### config.mk
export PLATFORM = sky130hd
export DESIGN_NAME = response_merger
export DESIGN_NICKNAME = d
export VERILOG_FILES = /design/src/hdl/mem_pkg.sv /design/src/hdl/response_merger.sv
export SDC_FILE = /design/constraint.sdc
export NUM_CORES = 1
export LEC_CHECK = 0
export ABC_CLOCK_PERIOD_IN_PS = 12580
export BUFFER_PORTS_ARGS = -buffer_cell sky130_fd_sc_hd__buf_2
export CAP_MARGIN = 20
export CORE_AREA = 2 2 82 84
export CTS_BUF_LIST = sky130_fd_sc_hd__clkbuf_8
export DETAILED_ROUTE_END_ITERATION = 8
export DIE_AREA = 0 0 84 86
export HOLD_SLACK_MARGIN = 0.05
export PLACE_DENSITY = 0.81
export SLEW_MARGIN = 10
export SYNTH_ARGS = -nofsm -noshare
export SYNTH_HDL_FRONTEND = slang
export SYNTH_SLANG_ARGS = --single-unit
### constraint.sdc
create_clock -name clock -period 12.58 [get_ports clock]
set_input_delay 3.145 -clock clock [delete_from_list [all_inputs] [get_ports clock]]
set_output_delay 3.145 -clock clock [all_outputs]
set_load 0.02 [all_outputs]
### src/hdl/mem_pkg.sv
// shared sizes and encodings for the memory stage, referenced by scoped name from every module
package mem_pkg;

    localparam int num_banks     = 4;
    localparam int bank_words    = 64;     // words per bank
    localparam int bank_sel_bits = 2;
    localparam int row_bits      = 6;
    localparam int mem_bytes     = 1024;   // decoded range, everything above is DECERR

    // funct3 of RV32 loads and stores
    localparam logic [2:0] f3_byte   = 3'd0;
    localparam logic [2:0] f3_half   = 3'd1;
    localparam logic [2:0] f3_word   = 3'd2;
    localparam logic [2:0] f3_byte_u = 3'd4;
    localparam logic [2:0] f3_half_u = 3'd5;

    // AXI response codes
    localparam logic [1:0] resp_okay   = 2'd0;
    localparam logic [1:0] resp_slverr = 2'd2;
    localparam logic [1:0] resp_decerr = 2'd3;

endpackage

### src/hdl/response_merger.sv
// merges bank B/R responses back to the single master, DECERR for unmapped addresses
module response_merger (
    input  logic                              clock,
    input  logic                              reset,
    input  logic                              wr_pending,
    input  logic [mem_pkg::bank_sel_bits-1:0] wr_bank,
    input  logic                              wr_err,
    input  logic                              rd_pending,
    input  logic [mem_pkg::bank_sel_bits-1:0] rd_bank,
    input  logic                              rd_err,
    input  logic [mem_pkg::num_banks-1:0]     bank_bvalid,
    output logic [mem_pkg::num_banks-1:0]     bank_bready,
    input  logic [1:0]                        bank_bresp [mem_pkg::num_banks],
    input  logic [mem_pkg::num_banks-1:0]     bank_rvalid,
    output logic [mem_pkg::num_banks-1:0]     bank_rready,
    input  logic [31:0]                       bank_rdata [mem_pkg::num_banks],
    input  logic [1:0]                        bank_rresp [mem_pkg::num_banks],
    output logic                              bvalid,
    input  logic                              bready,
    output logic [1:0]                        bresp,
    output logic                              rvalid,
    input  logic                              rready,
    output logic [31:0]                       rdata,
    output logic [1:0]                        rresp,
    output logic                              wr_done,
    output logic                              rd_done
);

    logic b_take;
    logic r_take;

    assign b_take  = wr_pending && !bvalid && (wr_err || bank_bvalid[wr_bank]);
    assign r_take  = rd_pending && !rvalid && (rd_err || bank_rvalid[rd_bank]);
    assign wr_done = bvalid && bready;
    assign rd_done = rvalid && rready;

    always_comb begin
        for (int i = 0; i < mem_pkg::num_banks; i++) begin
            bank_bready[i] = wr_pending && !wr_err && !bvalid && (int'(wr_bank) == i);
            bank_rready[i] = rd_pending && !rd_err && !rvalid && (int'(rd_bank) == i);
        end
    end

    always_ff @(posedge clock) begin
        if (reset) begin
            bvalid <= 1'b0;
            rvalid <= 1'b0;
        end else begin
            if (wr_done) bvalid <= 1'b0;
            else if (b_take) bvalid <= 1'b1;
            if (rd_done) rvalid <= 1'b0;
            else if (r_take) rvalid <= 1'b1;
        end
    end

    always_ff @(posedge clock) begin
        if (b_take) bresp <= wr_err ? mem_pkg::resp_decerr : bank_bresp[wr_bank];
        if (r_take) begin
            rresp <= rd_err ? mem_pkg::resp_decerr : bank_rresp[rd_bank];
            rdata <= rd_err ? 32'd0 : bank_rdata[rd_bank];
        end
    end

endmodule

# After elaboration in Yosys (flattened, before gate mapping)

Index checks and enable logic that the tools add are counted.

Bits in registers: 38
Input bits: 164
Output and inout port bits: 48
Logic and storage cells: 58

Magnitude comparators: 4
Eq/ne operators: 6
Muxes and demuxes: 13
Bitwise logic cells: 2
Reduce and logical (&&, ||, !) cells: 28

Operators by type and width:

| kind                 | number |
|---|---|
| $bmux W32 S2         | 1 |
| $mux W32             | 2 |
| $logic_and A1 B1 Y1  | 18 |
| $bmux W2 S2          | 2 |
| $eq A2 B2 Y1 const B | 4 |
| $mux W2              | 4 |
| $ge A3 B3 Y1 const B | 2 |
| $lt A2 B3 Y1 const B | 2 |
| $not A2 Y3           | 2 |
| $bmux W1 S2          | 2 |
| $eq A2 B1 Y1 const B | 2 |
| $logic_not A1 Y1     | 4 |
| $logic_not A2 Y1     | 2 |
| $reduce_or A2 Y1     | 2 |
| $logic_or A1 B1 Y1   | 2 |
| $mux W1              | 2 |

# Depth between registers and ports, before layout

Depth after elaboration: 4
Depth in mapped cells: 4
Depth with buffers taken out: 3

# Least setup slack after synthesis

OpenSTA, ideal clock, no wires.

Path type: input to output
Start point: input port rd_bank[1] (netlist bit)
End point: output port bank_rready[1] (netlist bit)
Arrival time: 4.265 ns
Data required time: 9.435 ns
Slack: 5.170 ns
Stages on the path: 3
Path buffers: 2
Cell sequence: buf_4 > buf_2 > nor4b_1

Cells in the longest elaborated chain, start to end: 2

Ends and longest elaborated chain:

| what                | line                  | text |
|---|---|---|
| start: declaration  | response_merger.sv:9  | `input logic [mem_pkg::bank_sel_bits-1:0] rd_bank,` |
| $eq A2 B2 Y1        | response_merger.sv:40 | `bank_rready[i] = rd_pending && !rd_err && !rvalid && (int'(rd_bank) == i);` |
| $logic_and A1 B1 Y1 | response_merger.sv:40 |  |
| end: declaration    | response_merger.sv:15 | `output logic [mem_pkg::num_banks-1:0] bank_rready,` |

No other way between the ends.

# Worst setup path after layout

Start point: input port rd_bank[1] (netlist bit)
End point: output port bank_rready[3] (netlist bit)

Cells in the longest elaborated chain, start to end: 2

Ends and longest elaborated chain:

| what                | line |
|---|---|
| $eq A2 B1 Y1        | response_merger.sv:40 |
| $logic_and A1 B1 Y1 | response_merger.sv:40 |

No other way between the ends.

==> metrics.md <==
| Metric | Value |
|---|---|
| Outcome | `complete, no violations` |
| Layout Cells excl Fill | `436` |
| Cell taking the most area after synthesis | `edfxtp_1` |
| Fill cells | `558` |
| Share of layout cells above drive strength 1 | `72.4%` |
| RD Place Congestion | `0.829` |
| Max-slew violations | `0` |
| Grt total ovfl | `0` |
| DP Worst Slack | `5.01 ns` |
| CTS buffer count | `5` |
| Drt total wl | `7260 µm` |
| Critical path data arrival time | `4.41 ns` |
| Max IR drop VDD | `0.0466 mV` |
| Part of the cycle the worst path needs | `60.1%` |
| All-Layer GR Usage | `20.1%` |
| DR WL/cell | `16.7 µm` |
| DRT iter0 DRCs | `102` |
| Endpoint type of the worst setup path | `output port` |
| Library cells used by synthesis | `22` |
| Post-Syn Nets | `316` |
| Final Hold Vio Count | `0` |
| R2r setup slk | `11.10 ns` |
| GR Util met1 | `22.9%` |
| Max_cap viols | `0` |
| Row cnt | `29` |
| Final setup TNS | `0 ns` |
| DRC | `0` |
| Clk sinks | `38` |
| Setup Buffers After CTS | `0` |
| HPWL Detailed | `5870 µm` |
| Synthesized area | `0.00244 mm²` |
| Reg clk slew, reported paths | `0.07 ns` |
| Yosys warns | `0` |
| Core area | `0.00628 mm²` |
| Req. time, crit path | `9.43 ns` |
| Worst-path maximum fanout | `40` |
| Port bufs | `211` |
| Setup slack after layout | `5.02 ns` |
| Final setup vio count | `0` |
| Antenna Nets Post-Route | `0` |
| P&R area growth vs syn | `48.2%` |
| Number of diodes | `0` |
| DR vias | `2231` |
| Grt met3 use | `3.85%` |
| Setup crit start kind | `input pin` |
| Sequential cell area fraction in the yosys report | `46.0%` |
| Final min period | `7.56 ns` |
| DIE AREA | `0.00722 mm²` |
| Post-Syn Instances | `152` |
| FMAX | `132 MHz` |
| Clk root buf | `clkbuf_8` |
| RSZ-0062 raised after global routing | `no` |
| Clk_lat worst skew | `0.28 ns` |
| H-tree levels | `2` |
| Hold_buf cts | `0` |
| Resize count post-CTS | `0` |
| Slew HR | `41.0%` |
| Hold Slack | `0.676 ns` |
| Post-synth top area share | `44.4%` |
| Syn avg cell area | `16.0 µm²` |
| Worst slew pin tran | `0.885 ns` |
| Met2 usage | `36.9%` |
| Grt peak-use layer | `met2` |
| Initial antenna violation count | `0` |
| Synth top area cells | `edfxtp_1 44%, mux4_2 33%, nor2b_1 9.0%` |
| # nets final | `523` |
| Crit path kind | `in -> out` |
| CTS tree | `done` |
| First-pass GRT wire length | `11000 µm` |
| Dpl cells | `429` |
| Vias in the first global route | `2274` |
| Synthesized flop and latch total | `38` |
| Static Leak | `1.63 nW` |
| I/O pins | `212` |
| Initial Util | `38.8%` |
| Pin count of the biggest net entering global routing | `41` |
| Initial DRT Pass Iterations | `4` |
| Vias/cell | `5.12` |
| Hold WC Path Type | `reg -> reg` |
| Pwr dens | `90.1 mW/mm²` |
| Clock Path Buffers | `2` |
| DIE HEIGHT | `86 µm` |
| Clock skew | `0.00293 ns` |
| Die W | `84 µm` |
-- layout by cell type, fill, tap and decap left out --
cell       count
a2111oi_0      2
a211oi_1       1
and2_1         2
buf_2        211
buf_4          2
clkbuf_8       5
dfxtp_1        2
edfxtp_1      36
inv_1          2
mux2_2         1
mux4_2        36
nand2b_1       3
nand3b_1       2
nor2b_1       35
nor3_1         4
nor3_2         1
nor3b_1        3
nor4_1         2
nor4b_1        1
o41ai_1        2
or2_1          2
or2_2          2
or3b_2         2
-- metal layers --
layer,wire [µm],vias to the layer above
met5,0,-
met4,176,0
met3,494,14
met2,3910,129
met1,2680,1051
li1,-,1037
-- area by class of cell --
| class | instances | area (µm²) | area share [%] |
|---|---|---|---|
| Timing Repair Buffer | 213 | 1070 | 29.7 |
| Clock buffer | 5 | 68.8 | 1.91 |
| Clock inverter | 2 | 7.51 | 0.208 |
| Multi-Input combinational cell | 101 | 1250 | 34.5 |
| Tap cell | 77 | 96.3 | 2.67 |
| Sequential cell | 38 | 1120 | 31.0 |
-- cell usage after synthesis, drive strengths merged --
cell,n
a211oi,1
dfxtp,2
buf,9
nor3b,3
nor4,2
o41ai,2
and2,2
nor2b,35
nor4b,1
a2111oi,2
nor3,5
nand2b,3
or3b,2
or2,4
clkbuf,4
edfxtp,36
nand3b,2
mux4,36
mux2,1
-- stage by stage --
stage	total power, mW	instance area (µm²)	util, %
4_1_cts	0.329	3610	57.5
3_5_place_dp	0.253	3530	56.3
5_1_grt	0.340	3610	57.5
3_3_place_gp	0.250	3530	56.3
2_1_floorplan	0.212	2440	-
6_report	0.325	3610	57.5
-- critical path: stages --
cell	delay, ns
buf_2	0.66
nand3b_1	0.19
nor3b_1	0.22
buf_2	0.19
-- report_power, final --
group | switching (mW) | internal [mW] | leakage [nW] | total [mW]
Sequential | 0.00287 | 0.152 | 0.363 | 0.154
Combinational | 0.0447 | 0.0503 | 1.22 | 0.0951
Clock | 0.0392 | 0.0365 | 0.0466 | 0.0758
-- sequential cells by signal, summed over array words and instances (netlist names) --
signal / cells
bvalid: 1
rresp: 2
bresp: 2
rvalid: 1
rdata: 32
-- final timing paths --
path,from,end,cells past startpoint
hold reg to reg,bvalid,bvalid,2
setup / recovery,rd_bank[1],bank_rready[3],4
hold / removal,bvalid,bvalid,2
setup reg to reg,rvalid,rdata[7],3
-- cells by family (layout without fill, tap and decap cells) --
logic type | count (synthesis) | after routing | synth area share (%)
buffers and inverters | 13 | 220 | 3.03
muxes | 37 | 37 | 33.7
and+or+nand+nor | 59 | 59 | 15.5
AOI/OAI and AO/OA | 5 | 5 | 1.75
DFF | 38 | 38 | 46.0
(Power assumes the default switching activity.)
