`src/hdl/mem_pkg.sv`:
```
// shared sizes and encodings for the memory stage, referenced by scoped name from every module
package mem_pkg;

    localparam int num_banks     = 4;
    localparam int bank_words    = 64;     // words per bank
    localparam int bank_sel_bits = 2;
    localparam int row_bits      = 6;
    localparam int mem_bytes     = 1024;   // decoded range, everything above is DECERR

    // funct3 of RV32 loads and stores
    localparam logic [2:0] f3_byte   = 3'd0;
    localparam logic [2:0] f3_half   = 3'd1;
    localparam logic [2:0] f3_word   = 3'd2;
    localparam logic [2:0] f3_byte_u = 3'd4;
    localparam logic [2:0] f3_half_u = 3'd5;

    // AXI response codes
    localparam logic [1:0] resp_okay   = 2'd0;
    localparam logic [1:0] resp_slverr = 2'd2;
    localparam logic [1:0] resp_decerr = 2'd3;

endpackage

```
`src/hdl/bank_decoder.sv`:
```
// AXI4-Lite address decoder: one request slot per direction, routed to one interleaved bank
module bank_decoder (
    input  logic                                clock,
    input  logic                                reset,
    input  logic                                awvalid,
    output logic                                awready,
    input  logic [31:0]                         awaddr,
    input  logic                                wvalid,
    output logic                                wready,
    input  logic [31:0]                         wdata,
    input  logic [3:0]                          wstrb,
    input  logic                                arvalid,
    output logic                                arready,
    input  logic [31:0]                         araddr,
    output logic [mem_pkg::num_banks-1:0]       bank_awvalid,
    input  logic [mem_pkg::num_banks-1:0]       bank_awready,
    output logic [mem_pkg::row_bits-1:0]        bank_row_w [mem_pkg::num_banks],
    output logic [mem_pkg::num_banks-1:0]       bank_wvalid,
    input  logic [mem_pkg::num_banks-1:0]       bank_wready,
    output logic [31:0]                         bank_wdata [mem_pkg::num_banks],
    output logic [3:0]                          bank_wstrb [mem_pkg::num_banks],
    output logic [mem_pkg::num_banks-1:0]       bank_arvalid,
    input  logic [mem_pkg::num_banks-1:0]       bank_arready,
    output logic [mem_pkg::row_bits-1:0]        bank_row_r [mem_pkg::num_banks],
    output logic                                wr_pending,
    output logic [mem_pkg::bank_sel_bits-1:0]   wr_bank,
    output logic                                wr_err,
    output logic                                rd_pending,
    output logic [mem_pkg::bank_sel_bits-1:0]   rd_bank,
    output logic                                rd_err,
    input  logic                                wr_done,
    input  logic                                rd_done
);

    logic                         wr_full;     // write request still to be handed to a bank
    logic                         rd_full;
    logic [mem_pkg::row_bits-1:0] row_w_q;
    logic [mem_pkg::row_bits-1:0] row_r_q;
    logic [31:0]                  wdata_q;
    logic [3:0]                   wstrb_q;
    logic                         wr_accept;
    logic                         rd_accept;
    logic                         aw_out;
    logic                         ar_out;

    assign awready   = wvalid && !wr_pending;
    assign wready    = awvalid && !wr_pending;
    assign arready   = !rd_pending;
    assign wr_accept = awvalid && wvalid && !wr_pending;
    assign rd_accept = arvalid && !rd_pending;
    assign aw_out    = awaddr >= mem_pkg::mem_bytes;
    assign ar_out    = araddr >= mem_pkg::mem_bytes;

    always_comb begin
        for (int i = 0; i < mem_pkg::num_banks; i++) begin
            bank_awvalid[i] = wr_full && (int'(wr_bank) == i);
            bank_wvalid[i]  = wr_full && (int'(wr_bank) == i);
            bank_arvalid[i] = rd_full && (int'(rd_bank) == i);
            bank_row_w[i]   = row_w_q;   // payload broadcast, valid picks the bank
            bank_row_r[i]   = row_r_q;
            bank_wdata[i]   = wdata_q;
            bank_wstrb[i]   = wstrb_q;
        end
    end

    always_ff @(posedge clock) begin
        if (reset) begin
            wr_pending <= 1'b0;
            wr_full    <= 1'b0;
            rd_pending <= 1'b0;
            rd_full    <= 1'b0;
        end else begin
            if (wr_accept) begin
                wr_pending <= 1'b1;
                wr_full    <= !aw_out;   // decode error never reaches a bank
            end else begin
                if (wr_full && bank_awready[wr_bank] && bank_wready[wr_bank]) wr_full <= 1'b0;
                if (wr_done) wr_pending <= 1'b0;
            end
            if (rd_accept) begin
                rd_pending <= 1'b1;
                rd_full    <= !ar_out;
            end else begin
                if (rd_full && bank_arready[rd_bank]) rd_full <= 1'b0;
                if (rd_done) rd_pending <= 1'b0;
            end
        end
    end

    // word interleave: low word bits pick the bank, the rest the row
    always_ff @(posedge clock) begin
        if (wr_accept) begin
            wr_bank <= awaddr[2 +: mem_pkg::bank_sel_bits];
            row_w_q <= awaddr[2 + mem_pkg::bank_sel_bits +: mem_pkg::row_bits];
            wr_err  <= aw_out;
            wdata_q <= wdata;
            wstrb_q <= wstrb;
        end
        if (rd_accept) begin
            rd_bank <= araddr[2 +: mem_pkg::bank_sel_bits];
            row_r_q <= araddr[2 + mem_pkg::bank_sel_bits +: mem_pkg::row_bits];
            rd_err  <= ar_out;
        end
    end

endmodule

```
`config.mk`:
```
export PLATFORM = sky130hd
export DESIGN_NAME = bank_decoder
export DESIGN_NICKNAME = d
export VERILOG_FILES = /design/src/hdl/mem_pkg.sv /design/src/hdl/bank_decoder.sv
export SDC_FILE = /design/constraint.sdc
export NUM_CORES = 1
export LEC_CHECK = 0
export ABC_AREA = 1
export ABC_CLOCK_PERIOD_IN_PS = 2800
export BUFFER_PORTS_ARGS = -buffer_cell sky130_fd_sc_hd__buf_2
export CORE_AREA = 2 2 131 133
export CTS_CLUSTER_DIAMETER = 120
export DETAILED_ROUTE_END_ITERATION = 8
export DIE_AREA = 0 0 133 135
export PLACE_DENSITY = 0.55
export SETUP_SLACK_MARGIN = 0.02
export SYNTH_ARGS = -nofsm -noshare
export SYNTH_HDL_FRONTEND = slang
export SYNTH_SLANG_ARGS = --single-unit
```
`constraint.sdc`:
```
create_clock -name clock -period 2.8 [get_ports clock]
set_input_delay 0.14 -clock clock [delete_from_list [all_inputs] [get_ports clock]]
set_output_delay 0.14 -clock clock [all_outputs]
set_load 0.01 [all_outputs]
```
=== After elaboration in Yosys (flattened, before gate mapping) ===
Index checks and enable logic that the tools add are counted.

* Flip-flop bits (word level): 58
* Bits in latches: 0
* Memory bits (writable): 0
* Bits in read-only memories: 0
* Bits of input ports: 119
* Output and inout bits: 215
* Word-level logic and storage cells: 62
* Memories kept: 0

* Add/sub/neg operators: 0
* Multipliers: 0
* Divide/modulo/power cells: 0
* $lt $le $gt $ge: 4
* Eq/ne operators: 6
* Shift operators: 0
* Multiplexer cells: 14
* Bitwise operators: 0
* Reduce and logical (&&, ||, !) cells: 26

{| class="wikitable"
|+ Operators by type and width
! cell !! number
|-
| $ge 32x11->1 const B || 2
|-
| $logic_and 1x1->1 || 16
|-
| $mux 1 || 11
|-
| $eq 2x2->1 const B || 4
|-
| $reduce_bool 2->1 || 4
|-
| $bmux 1 s2 || 3
|-
| $lt 2x3->1 const B || 2
|-
| $eq 2x1->1 const B || 2
|-
| $logic_not 1->1 || 4
|-
| $logic_not 2->1 || 2
|}

=== Logic depth before layout (Yosys ltp) ===
* Depth after elaboration: 6
* Depth in mapped cells: 8
* Depth with buffers taken out: 8

=== Least setup slack after synthesis ===
No wires, ideal clock.

* Path kind: register -> register
* Start point: reg wr_pending
* End point: reg wr_full
* Library setup time: 0.068 ns
* Arrival time: 2.701 ns
* Required time: 2.732 ns
* Slack: 0.032 ns
* Stages on the path, launching flop included: 4
* Buffers on the path: 0
* Period minus slack after synthesis: 2.768 ns
* Path through: dfxtp_1 nor3_2 nand4_1 a21oi_2

* Word-level cells in the longest chain between the ends: 3
* Elaborated cells between the ends (all ways): 4

{| class="wikitable"
|+ RTL lines
! item !! RTL line !! RTL
|-
| start: declaration || bank_decoder.sv:25 || <nowiki>output logic wr_pending,</nowiki>
|-
| start signal: assignment || bank_decoder.sv:68 || <nowiki>wr_pending <= 1'b0;</nowiki>
|-
| start signal: assignment || bank_decoder.sv:74 || <nowiki>wr_pending <= 1'b1;</nowiki>
|-
| start signal: assignment || bank_decoder.sv:78 || <nowiki>if (wr_done) wr_pending <= 1'b0;</nowiki>
|-
| $logic_not 1->1 * || bank_decoder.sv:49 || <nowiki>assign wr_accept = awvalid && wvalid && !wr_pending;</nowiki>
|-
| $logic_and 1x1->1 * || bank_decoder.sv:49 ||
|-
| named net wr_accept || bank_decoder.sv:41 || <nowiki>logic wr_accept;</nowiki>
|-
| $mux 1 or $reduce_bool 2->1 (tied branches) || n/a ||
|-
| end signal: assignment || bank_decoder.sv:75 || <nowiki>wr_full <= !aw_out;</nowiki>
|-
| end: declaration || bank_decoder.sv:35 || <nowiki>logic wr_full;</nowiki>
|}

The timed path passes the listed nets; every way through them passes the cells marked *.
A chain may end at the register's enable or synchronous reset.

=== Worst setup path after layout ===
* Start point: reg wr_bank[0] (netlist bit)
* End point: out bank_wvalid[3] (netlist bit)

* Word-level cells in the longest chain between the ends: 2

{| class="wikitable"
|+ RTL lines
! item !! RTL line !! RTL
|-
| start: declaration || bank_decoder.sv:26 || <nowiki>output logic [mem_pkg::bank_sel_bits-1:0] wr_bank,</nowiki>
|-
| start signal: assignment || bank_decoder.sv:93 || <nowiki>wr_bank <= awaddr[2 +: mem_pkg::bank_sel_bits];</nowiki>
|-
| $eq 2x1->1 || bank_decoder.sv:57 || <nowiki>bank_wvalid[i] = wr_full && (int'(wr_bank) == i);</nowiki>
|-
| $logic_and 1x1->1 || bank_decoder.sv:57 ||
|-
| end: declaration || bank_decoder.sv:18 || <nowiki>output logic [mem_pkg::num_banks-1:0] bank_wvalid,</nowiki>
|}

Every way passes these cells.

==> results.txt <==
Critical Path Fanout Max: 8
post-synthesis instance area: 3240 sq um
starting density of the core: 19.7%
worst clock skew: 0.00641 ns
critical path launch point: wr_bank[0]
Post-Syn Nets: 425
Total Nets Final: 671
overall die height: 135 microns
GRT overflow: 0
Hold Violations, Final: 0
RSZ-0062 raised after global routing: false
number of cells produced by synthesis: 306
max-slew violation count: 0
area share of the leading cell type in the synthesized netlist: 50.1%
DIE WIDTH: 133 microns
CTS Sinks: 58
Final Cycle Share: 56.0%
number of iterations in the first detailed-routing pass: 4
setup-violating endpoint count in the final report: 0
Max Fclk: 638 MHz
# port buffers: 329
highest ir drop seen on vdd: 0.232 mV
drt wl/cell: 11.6 microns
leading post-synthesis cells by cell area: edfxtp_1 50%, buf_4 34%, nor2_1 3.8%
standard-cell row count: 47
initial DRC count: 62
number of flip-flops and latches in the synthesized netlist: 58
number of setup buffers added after CTS: 0
Worst R2R Setup Slack: 1.28 ns
Yosys top cell by area: edfxtp_1
area of the die: 18,000 sq um
vias in the first global route: 2,424
Metal-1 WL: 3.07 mm
placeable core region: 16,400 sq um
Placed Cells: 709
Leak: 2.40 nW
Crit Path Class: reg2out
clock transition at the registers of the reported paths: 0.05 ns
path category of the worst min-delay check: in2reg
post-layout minimum cycle time: 1.57 ns
run status: complete, no violations
ratio of routed vias to standard cells: 3.55
total number of vias: 2,761
Longest Clk Path Bufs: 2
Ys Warns: 0
first-pass GRT wire length: 12.6 mm
fraction of layout instances using a drive strength above 1: 62.8%
area overhead of the layout relative to synthesis: 49.6%
number of enable-type register cells in the synthesized netlist: 54
origin of the critical flop-to-flop path: rd_pending
number of buffers added by the clock tree synthesis step: 9
power density over the cells: 489 nW/um^2
overall power after layout: 2.37 mW
share of synthesized area occupied by flip-flops and latches: 52.6%
clock tree from TritonCTS: done
fraction of synthesis flops using an asynchronous set or reset pin: 0%
sum of met3 wire segment lengths after detailed routing: 979 microns
critical path data required time: 2.66 ns
filler-free cell count of the finished design: 777
Slew headroom: 32.2%
capture point of the worst reg-to-reg path: rd_full
clock tree root buffer cell: clkbuf_16
H-Tree Level Count: 3
post-synth cell types: 15
post-detailed-placement cell area: 4070 sq um
data arrival time of the worst path: 1.43 ns
top-count cell post-synth: buf_4
startpoint class of the critical path: register
clk_lat worst skew: 0.33 ns
Layout Cell Area excl Fill: 4840 sq um
slew at the pin closest to its max-slew limit: 1.01 ns
mean cell area of the mapped netlist: 10.6 sq um
met2 wire len: 4.84 mm
element type at the critical path end: primary output
Total Routed Length: 9.02 mm
maximum number of pins on one net before global-route repair: 32
CP endpoint: bank_wvalid[3]
setup TNS: 0 ns
max cap viols: 0
total DRC errors in the routed layout: 0
logic depth of the worst register-to-register path: 3
detailed placer's ending HPWL: 7.20 mm
I/O pin count: 334
top_reg_cell synth: edfxtp_1
post-detailed-route count of antenna-violating nets: 0
GRT Total Usage: 9.48%
Max Used Layer: met5
commonest cells in the netlist: 148 x buf_4, 54 x edfxtp_1, 33 x nor2_1
number of antenna violations at the first check in global routing: 2
final weighted congestion of routability-driven global placement: 0.786
## per-stage QoR
stage / setup slack [ns] / utilization (%) / hold slack (ns)
after floorplan: 0.0315 / - / 0.202
after global placement: 1.34 / 24.8 / 0.317
after detailed placement: 1.26 / 24.8 / 0.318
after CTS: 1.21 / 29.5 / 0.0219
after global routing: 1.15 / 29.5 / 0.0276
final: 1.23 / 29.5 / 0.0349
## placed cells by master, fill, tap and decap left out
master | Yosys | routed
buf_2 | 0 | 329
a21oi_2 | 1 | 1
nand4_1 | 3 | 3
edfxtp_1 | 54 | 54
clkinv_2 | 0 | 3
o21ba_2 | 1 | 1
nor3_4 | 0 | 1
inv_2 | 1 | 1
buf_4 | 148 | 2
dlygate4sd3_1 | 0 | 52
a21oi_1 | 2 | 2
clkinv_1 | 0 | 2
nor3_1 | 8 | 8
dfxtp_1 | 4 | 4
nand3_1 | 6 | 6
inv_1 | 11 | 11
nand2_1 | 31 | 31
clkbuf_16 | 0 | 9
or2_2 | 2 | 2
diode_2 | 0 | 1
nor2_1 | 33 | 33
clkbuf_1 | 0 | 1
## critical path: stages, from the launching register on
cell      delay, ns
edfxtp_1       0.49
inv_2          0.10
nor3_1         0.30
buf_2          0.20
## final cells by class
type                    instances  area (sq um)
well taps                     220           275
fillers                      1704         11600
repair buffers                383          2180
multi-input cells              88           387
clock inverters                 5          22.5
flip-flops and latches         58          1700
clock buffers                  10           229
inverters                      12          45.0
diodes                          1          2.50
## per-layer routing
| layer | track usage [%] | up-vias |
|---|---|---|
| met5 | 0 | - |
| met3 | 3.83 | 10 |
| li1 | - | 1337 |
| met4 | 3.82 | 2 |
| met1 | 9.47 | 1210 |
| met2 | 17.5 | 202 |
## worst min path at each step
| stage | from | end | slack, ns | cells past startpoint |
|---|---|---|---|---|
| floorplan | reset | wr_full | 0.20 | 1 |
| global placement | wdata[27] | wdata_q[27] | 0.32 | 1 |
| detailed placement | wdata[9] | wdata_q[9] | 0.32 | 1 |
| CTS | reset | wr_full | 0.02 | 2 |
| global route | reset | wr_full | 0.03 | 2 |
| finish | reset | wr_full | 0.03 | 2 |
## registers in the layout, summed over array words and instances (netlist names)
register    cells
rd_bank         2
wr_err          1
wdata_q        32
row_r_q         6
wr_pending      1
wr_full         1
wstrb_q         4
rd_full         1
rd_pending      1
wr_bank         2
rd_err          1
row_w_q         6
## logic make-up (layout without fill, tap and decap cells)
family	count (synthesis)	in the layout	synth area share [%]
buf+inv	160	410	35.7
simple gates	84	84	10.9
flops	58	58	52.6
compound gates	4	4	0.889
other cells	0	1	0
## power breakdown
group	internal [mW]	switching [mW]
combinational	0.198	0.179
sequential	0.997	0.0356
clock	0.582	0.377
## repair_timing
item	4_1_cts	5_1_grt
resized for setup	0	0
hold buffers	52	0
endpoints found under the hold margin	52	0
No activity file was read; power rests on OpenSTA's default activity.
