===== config.mk =====
export PLATFORM = sky130hd
export DESIGN_NAME = load_store_unit
export DESIGN_NICKNAME = d
export VERILOG_FILES = /design/src/hdl/mem_pkg.sv /design/src/hdl/load_store_unit.sv
export SDC_FILE = /design/constraint.sdc
export NUM_CORES = 1
export LEC_CHECK = 0
export ABC_AREA = 1
export BUFFER_PORTS_ARGS = -buffer_cell sky130_fd_sc_hd__buf_2
export CORE_ASPECT_RATIO = 1.5
export CORE_UTILIZATION = 45
export CTS_BUF_LIST = sky130_fd_sc_hd__clkbuf_16
export CTS_CLUSTER_DIAMETER = 200
export DETAILED_ROUTE_END_ITERATION = 8
export PLACE_DENSITY = 0.78
export RECOVER_POWER = 50
export SKIP_CTS_REPAIR_TIMING = 1
export SYNTH_ARGS = -nofsm -noshare
export SYNTH_HDL_FRONTEND = slang
export SYNTH_SLANG_ARGS = --single-unit
export TNS_END_PERCENT = 50

===== constraint.sdc =====
create_clock -name clock -period 5.77 [get_ports clock]
set_input_delay 0.577 -clock clock [delete_from_list [all_inputs] [get_ports clock]]
set_output_delay 0.577 -clock clock [all_outputs]
set_load 0.01 [all_outputs]

===== src/hdl/mem_pkg.sv =====
// shared sizes and encodings for the memory stage, referenced by scoped name from every module
package mem_pkg;

    localparam int num_banks     = 4;
    localparam int bank_words    = 64;     // words per bank
    localparam int bank_sel_bits = 2;
    localparam int row_bits      = 6;
    localparam int mem_bytes     = 1024;   // decoded range, everything above is DECERR

    // funct3 of RV32 loads and stores
    localparam logic [2:0] f3_byte   = 3'd0;
    localparam logic [2:0] f3_half   = 3'd1;
    localparam logic [2:0] f3_word   = 3'd2;
    localparam logic [2:0] f3_byte_u = 3'd4;
    localparam logic [2:0] f3_half_u = 3'd5;

    // AXI response codes
    localparam logic [1:0] resp_okay   = 2'd0;
    localparam logic [1:0] resp_slverr = 2'd2;
    localparam logic [1:0] resp_decerr = 2'd3;

endpackage


===== src/hdl/load_store_unit.sv =====
// load/store unit of the memory stage: takes execute ops, runs AXI4-Lite accesses, emits writeback
module load_store_unit (
    input  logic        clock,
    input  logic        reset,
    input  logic        in_valid,
    output logic        in_ready,
    input  logic        op_load,
    input  logic        op_store,
    input  logic [2:0]  funct3,
    input  logic [31:0] addr,
    input  logic [31:0] store_data,
    input  logic [4:0]  rd,
    input  logic        reg_wen,
    output logic        out_valid,
    input  logic        out_ready,
    output logic [31:0] out_data,
    output logic [4:0]  out_rd,
    output logic        out_reg_wen,
    output logic        out_fault,
    output logic        awvalid,
    input  logic        awready,
    output logic [31:0] awaddr,
    output logic        wvalid,
    input  logic        wready,
    output logic [31:0] wdata,
    output logic [3:0]  wstrb,
    input  logic        bvalid,
    output logic        bready,
    input  logic [1:0]  bresp,
    output logic        arvalid,
    input  logic        arready,
    output logic [31:0] araddr,
    input  logic        rvalid,
    output logic        rready,
    input  logic [31:0] rdata,
    input  logic [1:0]  rresp
);

    logic        busy;          // memory op in flight or its result not yet taken
    logic        load_q;
    logic        store_q;
    logic [2:0]  funct3_q;
    logic [31:0] addr_q;
    logic        accept;
    logic        is_mem;
    logic        is_half;
    logic        is_word;
    logic        misaligned;
    logic [3:0]  strb_base;
    logic [31:0] lane_data;
    logic [31:0] load_value;
    logic        b_fire;
    logic        r_fire;

    function automatic logic resp_fault(input logic [1:0] resp);
        return (resp == mem_pkg::resp_slverr) || (resp == mem_pkg::resp_decerr);
    endfunction

    assign in_ready   = !busy && (!out_valid || out_ready);
    assign accept     = in_valid && in_ready;
    assign is_mem     = op_load || op_store;
    assign is_half    = (funct3 == mem_pkg::f3_half) || (funct3 == mem_pkg::f3_half_u);
    assign is_word    = funct3 == mem_pkg::f3_word;
    assign misaligned = (is_half && addr[1:0] == 2'd3) || (is_word && addr[1:0] != 2'd0);

    assign awaddr = addr_q;
    assign araddr = addr_q;
    assign bready = busy && store_q && !out_valid;
    assign rready = busy && load_q && !out_valid;
    assign b_fire = bvalid && bready;
    assign r_fire = rvalid && rready;

    always_comb begin
        case (funct3)
            mem_pkg::f3_byte: strb_base = 4'b0001;
            mem_pkg::f3_half: strb_base = 4'b0011;
            default:          strb_base = 4'b1111;
        endcase
    end

    // move the addressed lane down to bit 0, then extend
    always_comb begin
        lane_data = rdata >> {addr_q[1:0], 3'b000};
        case (funct3_q)
            mem_pkg::f3_byte:   load_value = {{24{lane_data[7]}}, lane_data[7:0]};
            mem_pkg::f3_half:   load_value = {{16{lane_data[15]}}, lane_data[15:0]};
            mem_pkg::f3_byte_u: load_value = {24'd0, lane_data[7:0]};
            mem_pkg::f3_half_u: load_value = {16'd0, lane_data[15:0]};
            default:            load_value = lane_data;
        endcase
    end

    always_ff @(posedge clock) begin
        if (reset) begin
            busy      <= 1'b0;
            out_valid <= 1'b0;
            awvalid   <= 1'b0;
            wvalid    <= 1'b0;
            arvalid   <= 1'b0;
        end else begin
            if (awvalid && awready) awvalid <= 1'b0;
            if (wvalid && wready) wvalid <= 1'b0;
            if (arvalid && arready) arvalid <= 1'b0;
            if (out_valid && out_ready) begin
                out_valid <= 1'b0;
                busy      <= 1'b0;
            end
            if (r_fire || b_fire) out_valid <= 1'b1;
            if (accept) begin
                if (is_mem && !misaligned) begin
                    busy    <= 1'b1;
                    arvalid <= op_load;
                    awvalid <= op_store;
                    wvalid  <= op_store;   // AW and W go out together
                end else begin
                    out_valid <= 1'b1;     // pass-through or fault, no bus traffic
                end
            end
        end
    end

    always_ff @(posedge clock) begin
        if (accept) begin
            load_q      <= op_load;
            store_q     <= op_store;
            funct3_q    <= funct3;
            addr_q      <= addr;
            wdata       <= store_data << {addr[1:0], 3'b000};
            wstrb       <= strb_base << addr[1:0];
            out_data    <= addr;
            out_rd      <= rd;
            out_reg_wen <= reg_wen && !op_store;   // stores never write rd
            out_fault   <= is_mem && misaligned;
        end
        if (r_fire) begin
            out_data  <= load_value;
            out_fault <= resp_fault(rresp);
        end
        if (b_fire) out_fault <= resp_fault(bresp);
    end

endmodule


=== Word level (Yosys, flattened, before mapping) ===
Cells that the tools add are included.

* Equal/unequal tests: 11
* Multiplexer cells: 23
* Reductions and logical operators: 33
* Shift operators: 3

{| class="wikitable"
|+ Operators with widths
! kind !! count
|-
| 32-bit case mux with 4 select lines || 1
|-
| 32-bit two-way mux || 2
|-
| 32-bit by 5-bit << shifter with 32-bit output || 1
|-
| 32-bit by 5-bit >> shifter with 32-bit output || 1
|-
| 1-bit two-way mux || 19
|-
| 1-bit logical AND || 17
|-
| 2-bit equality test, second input constant || 5
|-
| 3-bit equality test, second input constant || 3
|-
| 4-bit case mux with 2 select lines || 1
|-
| 1-bit logical OR || 7
|-
| 3-bit by 1-bit equality test with 1-bit output, second input constant || 2
|-
| 3-bit logical NOT || 2
|-
| 1-bit logical NOT || 4
|-
| 2-bit nonzero test || 2
|-
| 4-bit by 2-bit << shifter with 4-bit output || 1
|-
| 3-bit by 2-bit equality test with 1-bit output, second input constant || 1
|-
| 3-bit nonzero test || 1
|}

* Output and inout bits: 146
* Bits in registers: 117

=== Logic depth before layout (Yosys ltp) ===
Gate-level depths: netlist (run 1).

* Depth in word-level cells: 8
* Depth in mapped cells: 10

=== Least setup slack after synthesis (run 1) ===
Ideal clock, no wire load.

* Kind: input-to-reg
* Start point: input out_ready
* End point: register out_data[0], enable pin
* Stages on the path: 6
* Required time: 5380 ps
* Arrival time: 3892 ps
* Setup slack: 1488 ps
* Library setup time: 390 ps
* Path through: inv_1 > nand2_1 > nand2_1 > nor2_2 > inv_1 > nand2_1

* Longest elaborated chain between the ends: 4

{| class="wikitable"
|+ Ends and longest elaborated chain
! element !! RTL line !! text
|-
| start: declaration || load_store_unit.sv:15 || <nowiki>input logic out_ready,</nowiki>
|-
| 1-bit logical OR || load_store_unit.sv:59 || <nowiki>assign in_ready = !busy && (!out_valid || out_ready);</nowiki>
|-
| 1-bit logical AND || load_store_unit.sv:59 ||
|-
| 1-bit logical AND || load_store_unit.sv:60 || <nowiki>assign accept = in_valid && in_ready;</nowiki>
|-
| 2-bit nonzero test (no source line) || -- ||
|-
| end signal: assignment || load_store_unit.sv:130 || <nowiki>out_data <= addr;</nowiki>
|-
| end signal: assignment || load_store_unit.sv:136 || <nowiki>out_data <= load_value;</nowiki>
|-
| end: declaration || load_store_unit.sv:16 || <nowiki>output logic [31:0] out_data,</nowiki>
|}

Every way passes these cells.
A chain may end at the register's enable or synchronous reset.

=== Worst setup path in the final report (run 1) ===
* Start point: input addr[0]
* End point: register awvalid

* Longest elaborated chain between the ends: 7
* Elaborated cells between the ends (all ways): 9
* Those cells by class: eq/ne (1); mux (2); reduce/logical (6)

{| class="wikitable"
|+ Ends and longest elaborated chain
! element !! RTL line !! text
|-
| start: declaration || load_store_unit.sv:10 || <nowiki>input logic [31:0] addr,</nowiki>
|-
| 2-bit equality test / 2-bit nonzero test (equally long branches) || load_store_unit.sv:64 || <nowiki>assign misaligned = (is_half && addr[1:0] == 2'd3) || (is_word && addr[1:0] != 2'd0);</nowiki>
|-
| 1-bit logical AND || load_store_unit.sv:64 ||
|-
| 1-bit logical OR * || load_store_unit.sv:64 ||
|-
| 1-bit logical NOT * || load_store_unit.sv:110 || <nowiki>if (is_mem && !misaligned) begin</nowiki>
|-
| 1-bit logical AND * || load_store_unit.sv:110 ||
|-
| 1-bit two-way mux * || load_store_unit.sv:110 ||
|-
| 1-bit two-way mux * || load_store_unit.sv:109 || <nowiki>if (accept) begin</nowiki>
|-
| end signal: assignment || load_store_unit.sv:113 || <nowiki>awvalid <= op_store;</nowiki>
|-
| end: declaration || load_store_unit.sv:20 || <nowiki>output logic awvalid,</nowiki>
|}

Every way passes the cells marked *; elsewhere a longest branch is shown, timed or not.

==> key figures, run 1 <==
Outcome
  • Status: complete, but fails checks
  • Failing checks: max-capacitance violations, max-slew violations

Logic synthesis
  • Mapped Nets: 668
  • Netlist Area Pre-Place: 5695 um2
  • Synth unique cells: 38
  • Sequential share of the synthesized area: 60.81%
  • Synthesis Warnings: 0
  • Dominant synthesized flop cell: edfxtp_1
  • Asr flop ratio synth: 0%
  • Post-synth EDFFs: 112
  • Avg Cell Area, Syn: 10.39 um2
  • Register bit count reported by yosys: 117
  • Mapped Cells: 548

Floorplanning
  • Width of the die: 93.86 um
  • Starting density of the core: 45.98%
  • Die area: 13120 um2
  • # IOs: 266
  • Die Y: 139.8 um
  • Row cnt: 50
  • CORE AREA: 12390 um2

Global routing
  • Largest net degree at the start of global routing: 48
  • GRT overflow: 0
  • Vias in the first global route: 4655
  • Initial antenna violation count: 1
  • First-pass GRT wire length: 23070 um
  • GRT Overall Usage: 23.69%

CTS
  • Root Driver: clkbuf_16
  • TritonCTS clock tree: done
  • Number of CTS-inserted buffers: 17
  • Clock Path Buffers: 2
  • H-tree levels: 4
  • Worst-path clk slew: 0.05 ns
  • Clock latency on the worst-skew pair: 0.41 ns
  • # clock sinks: 117

Critical path
  • Crit path cell chain: clkbuf_1, inv_1, nand2_4, nand3_2, nand4_1, nand2_1, a21oi_1
  • Crit path max fanout: 37
  • Critical Path Source Type: primary input
  • WS Path Type: primary input to register
  • Bufs and invs on worst path: 2
  • CP arrival: 3.43 ns
  • CP top delay family: buffers and inverters
  • CP peak stage delay: 1.04 ns
  • Critical path capture point type: register
  • Required time of the critical path: 6.11 ns
  • Crit-path slowest cell: clkbuf_1

Timing
  • Final min period: 3.092 ns
  • Least-Margin Pin Slew: 1.627 ns
  • Fmax: 323.4 MHz
  • Rel. slew slack: -8.451%
  • Final setup violation count: 0
  • Slew Limit Fails: 40
  • Fin. Hold Viols: 0
  • Setup repair after global routing missed its margin: false
  • Tcrit/Tclk final: 53.59%
  • Skew final: 0.008309 ns
  • Final worst slack: 2.678 ns
  • Setup TNS: 0 ns

Layout
  • Area grow syn2layout: 25.55%
  • FF+latch area: 3463 um2
  • Util after Layout: 57.73%
  • Nets: 894
  • Proportion of layout cells with a drive suffix above 1: 20.58%
  • Multi-input gate area: 1607 um2
  • Non-filler instance count after layout: 943
  • ANT cells: 0
  • Filler instances: 1151

Routing
  • Initial drt markers: 223
  • DRT Pass-1 Iters: 5
  • Drt drc: 0
  • Detailed-route via count: 4808
  • DR WL/cell: 16.34 um
  • Final wirelength: 15410 um
  • ANT nets after route: 0
  • Vias per inst: 5.099

Pwr
  • Total power: 0.002376 W
  • PwrDens: 332.3 nW/um2
  • Peak VDD IR: 223.4 uV
  • Lkg Pwr: 2.943 nW

Placed design
  • Port Buffers: 263
  • HPWL Detailed: 11220 um
  • Dpl cells: 911
  • Post-Place Setup Slack: 3.007 ns
  • Gpl congestion: 0.8141

Job
  • Max_cap viols: 1

Hold path
  • Worst min-delay path category: primary input to register
## final cells by class
class | instances | share of cell area (%)
Clock inverter | 15 | 1.750
Tap cell | 156 | 2.730
Sequential cell | 117 | 48.43
Timing Repair Buffer | 265 | 15.91
Multi-Input combinational cell | 323 | 22.47
Clock buffer | 17 | 5.949
Inverter | 50 | 2.765
## layout by cell type, fill, tap and decap left out, types with 4 or more instances in the layout
master       n
or2_1        7
clkbuf_1   154
nand3_1     35
edfxtp_1   112
a22oi_1      8
o32ai_1      8
nand2_4      4
clkbuf_16   17
inv_1       49
clkinv_1     5
o21ai_0     26
a21oi_1     29
nand2_2      7
o21ai_1     27
buf_2      108
nor2_1      44
nand2_1    107
dfxtp_1      5
## power breakdown
| part | switching, W | total [W] | internal (W) |
|---|---|---|---|
| combinational | 0.000226 | 0.000335 | 0.000109 |
| clock | 0.000362 | 0.000983 | 0.000621 |
| sequential | 0.0000313 | 0.00106 | 0.00103 |
| total | 0.000619 | 0.00238 | 0.00176 |
## per-layer routing
layer / track usage [%] / wire, um / vias up
li1: - / - / 2305
met1: 24.95 / 5515 / 2213
met2: 42.60 / 8173 / 261
met3: 7.049 / 1369 / 27
met4: 10.53 / 341 / 2
met5: 0 / 12 / -
## synth_stat cells, types with 4 or more instances
master	count	area, um2
nand3_1	35	175.2
nand2_1	107	401.6
nand2_2	7	43.79
a22oi_1	8	60.06
buf_2	12	60.06
or2_1	7	43.79
buf_6	7	78.83
nor2_1	44	165.2
edfxtp_1	112	3363
o21ai_0	26	130.1
nand2_4	4	45.04
a21oi_1	29	145.1
o32ai_1	8	70.07
inv_1	46	172.7
dfxtp_1	5	100.1
o21ai_1	27	135.1
buf_4	33	247.7
## cell families (layout without fill, tap and decap cells)
kind of cell	Yosys count	in the layout	share of synthesized area (%)
AOI/OAI and AO/OA	105	105	10.41
buffers and inverters	108	347	11.07
DFF	117	117	60.81
and+or+nand+nor	218	218	17.71
## registers in the layout (all words and copies together), names as in the netlist
signal       flops
araddr          32
arvalid          1
awvalid          1
busy             1
funct3_q         3
load_q           1
out_data        32
out_fault        1
out_rd           5
out_reg_wen      1
out_valid        1
store_q          1
wdata           32
wstrb            4
wvalid           1
## final timing paths
kind | start | to | slack (ns) | depth (start not counted)
worst min register to register | busy | busy | 0.53 | 2
worst max register to register | out_valid | out_data[9] | 3.35 | 6
worst min-delay path | rd[0] | out_rd[0] | 0.34 | 1
worst max-delay path | addr[0] | awvalid | 2.68 | 7
## metrics by stage
stage                     hold WS, ns  instance area, um2
after floorplan                0.4746                5695
after global routing           0.3229                7151
after CTS                      0.3301                7345
final                          0.3443                7151
after detailed placement       0.5215                6794
after global placement         0.4987                6794
## worst reg2reg max path, cell delays in order (launching register included)
cell and delay, ns:
dfxtp_1 0.35, nand2_1 0.10, nand2_1 0.10, nor2_4 0.79, inv_1 0.19, nand2_1 0.11
buf_4 0.40
Power figures use the tool's default switching activity.
==> run 2: changes to the inputs <==
- clock period: 5.77 -> 3.1 ns (I/O delays scaled with it)
==> run 2 against run 1 <==
  * The run still ends with max-capacitance violations, max-slew violations left
  * Combinational power rose by 88%
  * Design area is 1.0% higher
  * Register-to-register slack got worse by 2.6 ns
  * Non-clock buffer count is 1 higher
  * Setup slack worse by 2.0 ns
  * Largest cell class unchanged
  * Largest power group is now the clock network
  * Highest routed layer unchanged
==> key figures, run 2 (synthesized netlist as in run 1, its figures left out) <==
Layout
  • Commonest non-fill, non-tap cell in the layout: clkbuf_1
  • Most frequent cells in the layout: 154 x clkbuf_1, 112 x edfxtp_1, 108 x buf_2, 107 x nand2_1, 49 x inv_1
  • Non-filler instance count after layout: 944 (+0.11%)
  • Nets: 895 (+0.11%)
  • Proportion of layout cells with a drive suffix above 1: 21.07% (+0.48 points)
  • ANT cells: 0 (unchanged)
  • Area grow syn2layout: 26.87%
  • Final Cell Area: 7226 um2 (+1.0%)

Floorplanning
  • Width of the die: 93.86 um (unchanged)
  • Row cnt: 50 (unchanged)
  • Die area: 13120 um2 (unchanged)
  • Starting density of the core: 45.98% (unchanged)
  • # IOs: 266 (unchanged)
  • Die Y: 139.8 um (unchanged)
  • CORE AREA: 12390 um2 (unchanged)

Critical path
  • Critical Path Source Type: register
  • Crit path max fanout: 32 (-14%)
  • Required time of the critical path: 3.05 ns (-3.06 ns)
  • Critical path origin: out_valid
  • Levels on crit path: 3 (-4)
  • CP top delay family: simple AND/OR/NAND/NOR gates
  • Bufs and invs on worst path: 0 (-2)
  • Crit path cell chain: nor2_4, nand2_1, nand2_2
  • Crit-path slowest cell: nand2_2
  • WS Path Type: register to register
  • CP arrival: 2.34 ns (-1.09 ns)
  • Reg2Reg Depth: 3 (-3)
  • RR Startpoint: out_valid
  • Critical path capture point type: register
  • CP peak stage delay: 0.71 ns (-0.33 ns)

Global routing
  • Largest net degree at the start of global routing: 48 (unchanged)
  • Vias in the first global route: 4621 (-0.73%)
  • Initial antenna violation count: 1 (unchanged)
  • GRT Overall Usage: 23.42% (-0.27 points)
  • GRT overflow: 0 (unchanged)
  • First-pass GRT wire length: 23090 um (about the same)

Placed design
  • Port Buffers: 263 (unchanged)
  • Post-Place Setup Slack: 1.016 ns (-1.991 ns)
  • Gpl congestion: 0.8492 (+4.3%)
  • Dpl cells: 912 (+0.11%)
  • HPWL Detailed: 11120 um (-0.89%)
  • Cell Area, Placed: 6804 um2 (+0.15%)

Routing
  • DR WL met2: 8046 um (-1.6%)
  • ANT nets after route: 0 (unchanged)
  • DR top layer: met5
  • Initial drt markers: 215 (-3.6%)
  • Vias per inst: 5.102 (about the same)
  • WL met1: 5357 um (-2.9%)
  • Drt drc: 0 (unchanged)
  • Detailed-route via count: 4816 (+0.17%)
  • DRT Pass-1 Iters: 7 (+2)
  • Met3 WL: 1456 um (+6.4%)
  • DR WL/cell: 16.16 um (-1.1%)
  • Final wirelength: 15260 um (-1.0%)

Pwr
  • Clock power share: 44.7% (+3.3 points)
  • Total power: 0.004684 W (+97%)
  • Sw power: 0.001163 W (+88%)
  • Sequential share of power: 41.9% (-2.7 points)
  • Comb pwr share: 13.5% (-0.6 points)
  • Pint: 0.003521 W (+100%)
  • Peak VDD IR: 455.7 uV (+100%)
  • Switching part of the total: 24.82% (-1.2 points)
  • Lkg Pwr: 2.985 nW (+1.4%)
  • PwrDens: 648.2 nW/um2 (+95%)

Timing
  • Rel. slew slack: -8.714% (-0.26 points)
  • Final min period: 2.395 ns
  • Setup repair after global routing missed its margin: false
  • Tcrit/Tclk final: 77.27%
  • Slew Limit Fails: 40 (unchanged)
  • Final setup violation count: 0 (unchanged)
  • Setup TNS: 0 ns (unchanged)
  • Final worst slack: 0.7047 ns (-1.973 ns)
  • Least-Margin Pin Slew: 1.631 ns (+0.003940 ns)
  • Fmax: 417.5 MHz
  • Fin. Hold Viols: 0 (unchanged)
  • Skew final: 0.007315 ns (-0.0009943 ns)

Hold path
  • Worst min-delay path category: primary input to register
  • Worst hold path depth: 1 (unchanged)
  • Hold Startpoint: rd[2]

CTS
  • Clock Path Buffers: 2 (unchanged)
  • Number of CTS-inserted buffers: 17 (unchanged)
  • Worst-path clk slew: 0.05 ns (about the same)
  • Clock latency on the worst-skew pair: 0.41 ns (about the same)
  • # clock sinks: 117 (unchanged)
  • Root Driver: clkbuf_16
  • H-tree levels: 4 (unchanged)
  • TritonCTS clock tree: done

Outcome
  • Failing checks: max-capacitance violations, max-slew violations
  • Status: complete, but fails checks

Job
  • Max_cap viols: 1 (unchanged)
## run 2: cell count changes in the layout (fill, tap and decap cells not counted), sizes merged
| cell | delta |
|---|---|
| buf | +1 |
| bufinv | +3 |
| clkinv | -2 |
| clkinvlp | -2 |
| inv | +1 |
## run 2: power groups by stage
stage / combinational, W / clock (W) / sequential (W)
2_1_floorplan: 0.000341 / 0 / 0.00206
3_3_place_gp: 0.000664 / 0 / 0.00198
3_5_place_dp: 0.000675 / 0 / 0.00199
4_1_cts: 0.000676 / 0.00210 / 0.00196
5_1_grt: 0.000692 / 0.00218 / 0.00198
6_report: 0.000630 / 0.00209 / 0.00196
## run 2: final cells by class
cell class,instances,area (um2)
Inverter,50,197.7
Fill cell,1095,5161
Clock inverter,15,197.7
Multi-Input combinational cell,323,1602
Clock buffer,17,425.4
Sequential cell,117,3463
Timing Repair Buffer,266,1145
Tap cell,156,195.2
## run 2: worst paths after layout
| kind | end | slack [ns] |
|---|---|---|
| hold / removal | out_rd[2] | 0.08 |
| setup / recovery | out_data[15] | 0.70 |
| hold reg to reg | busy | 0.52 |
| setup reg to reg | out_data[15] | 0.70 |
## run 2: metal layers
| layer | global-route usage (%) | up-vias |
|---|---|---|
| li1 | - | 2309 |
| met1 | 24.77 | 2201 |
| met2 | 41.91 | 272 |
| met3 | 7.377 | 32 |
| met4 | 9.960 | 2 |
| met5 | 0 | - |
## run 2: stage by stage
step / hold slack, ns / utilization (%)
3_5_place_dp: 0.4882 / 54.93
4_1_cts: 0.06186 / 59.96
5_1_grt: 0.05527 / 58.33
2_1_floorplan: 0.3791 / -
6_report: 0.07545 / 58.33
3_3_place_gp: 0.4805 / 54.93
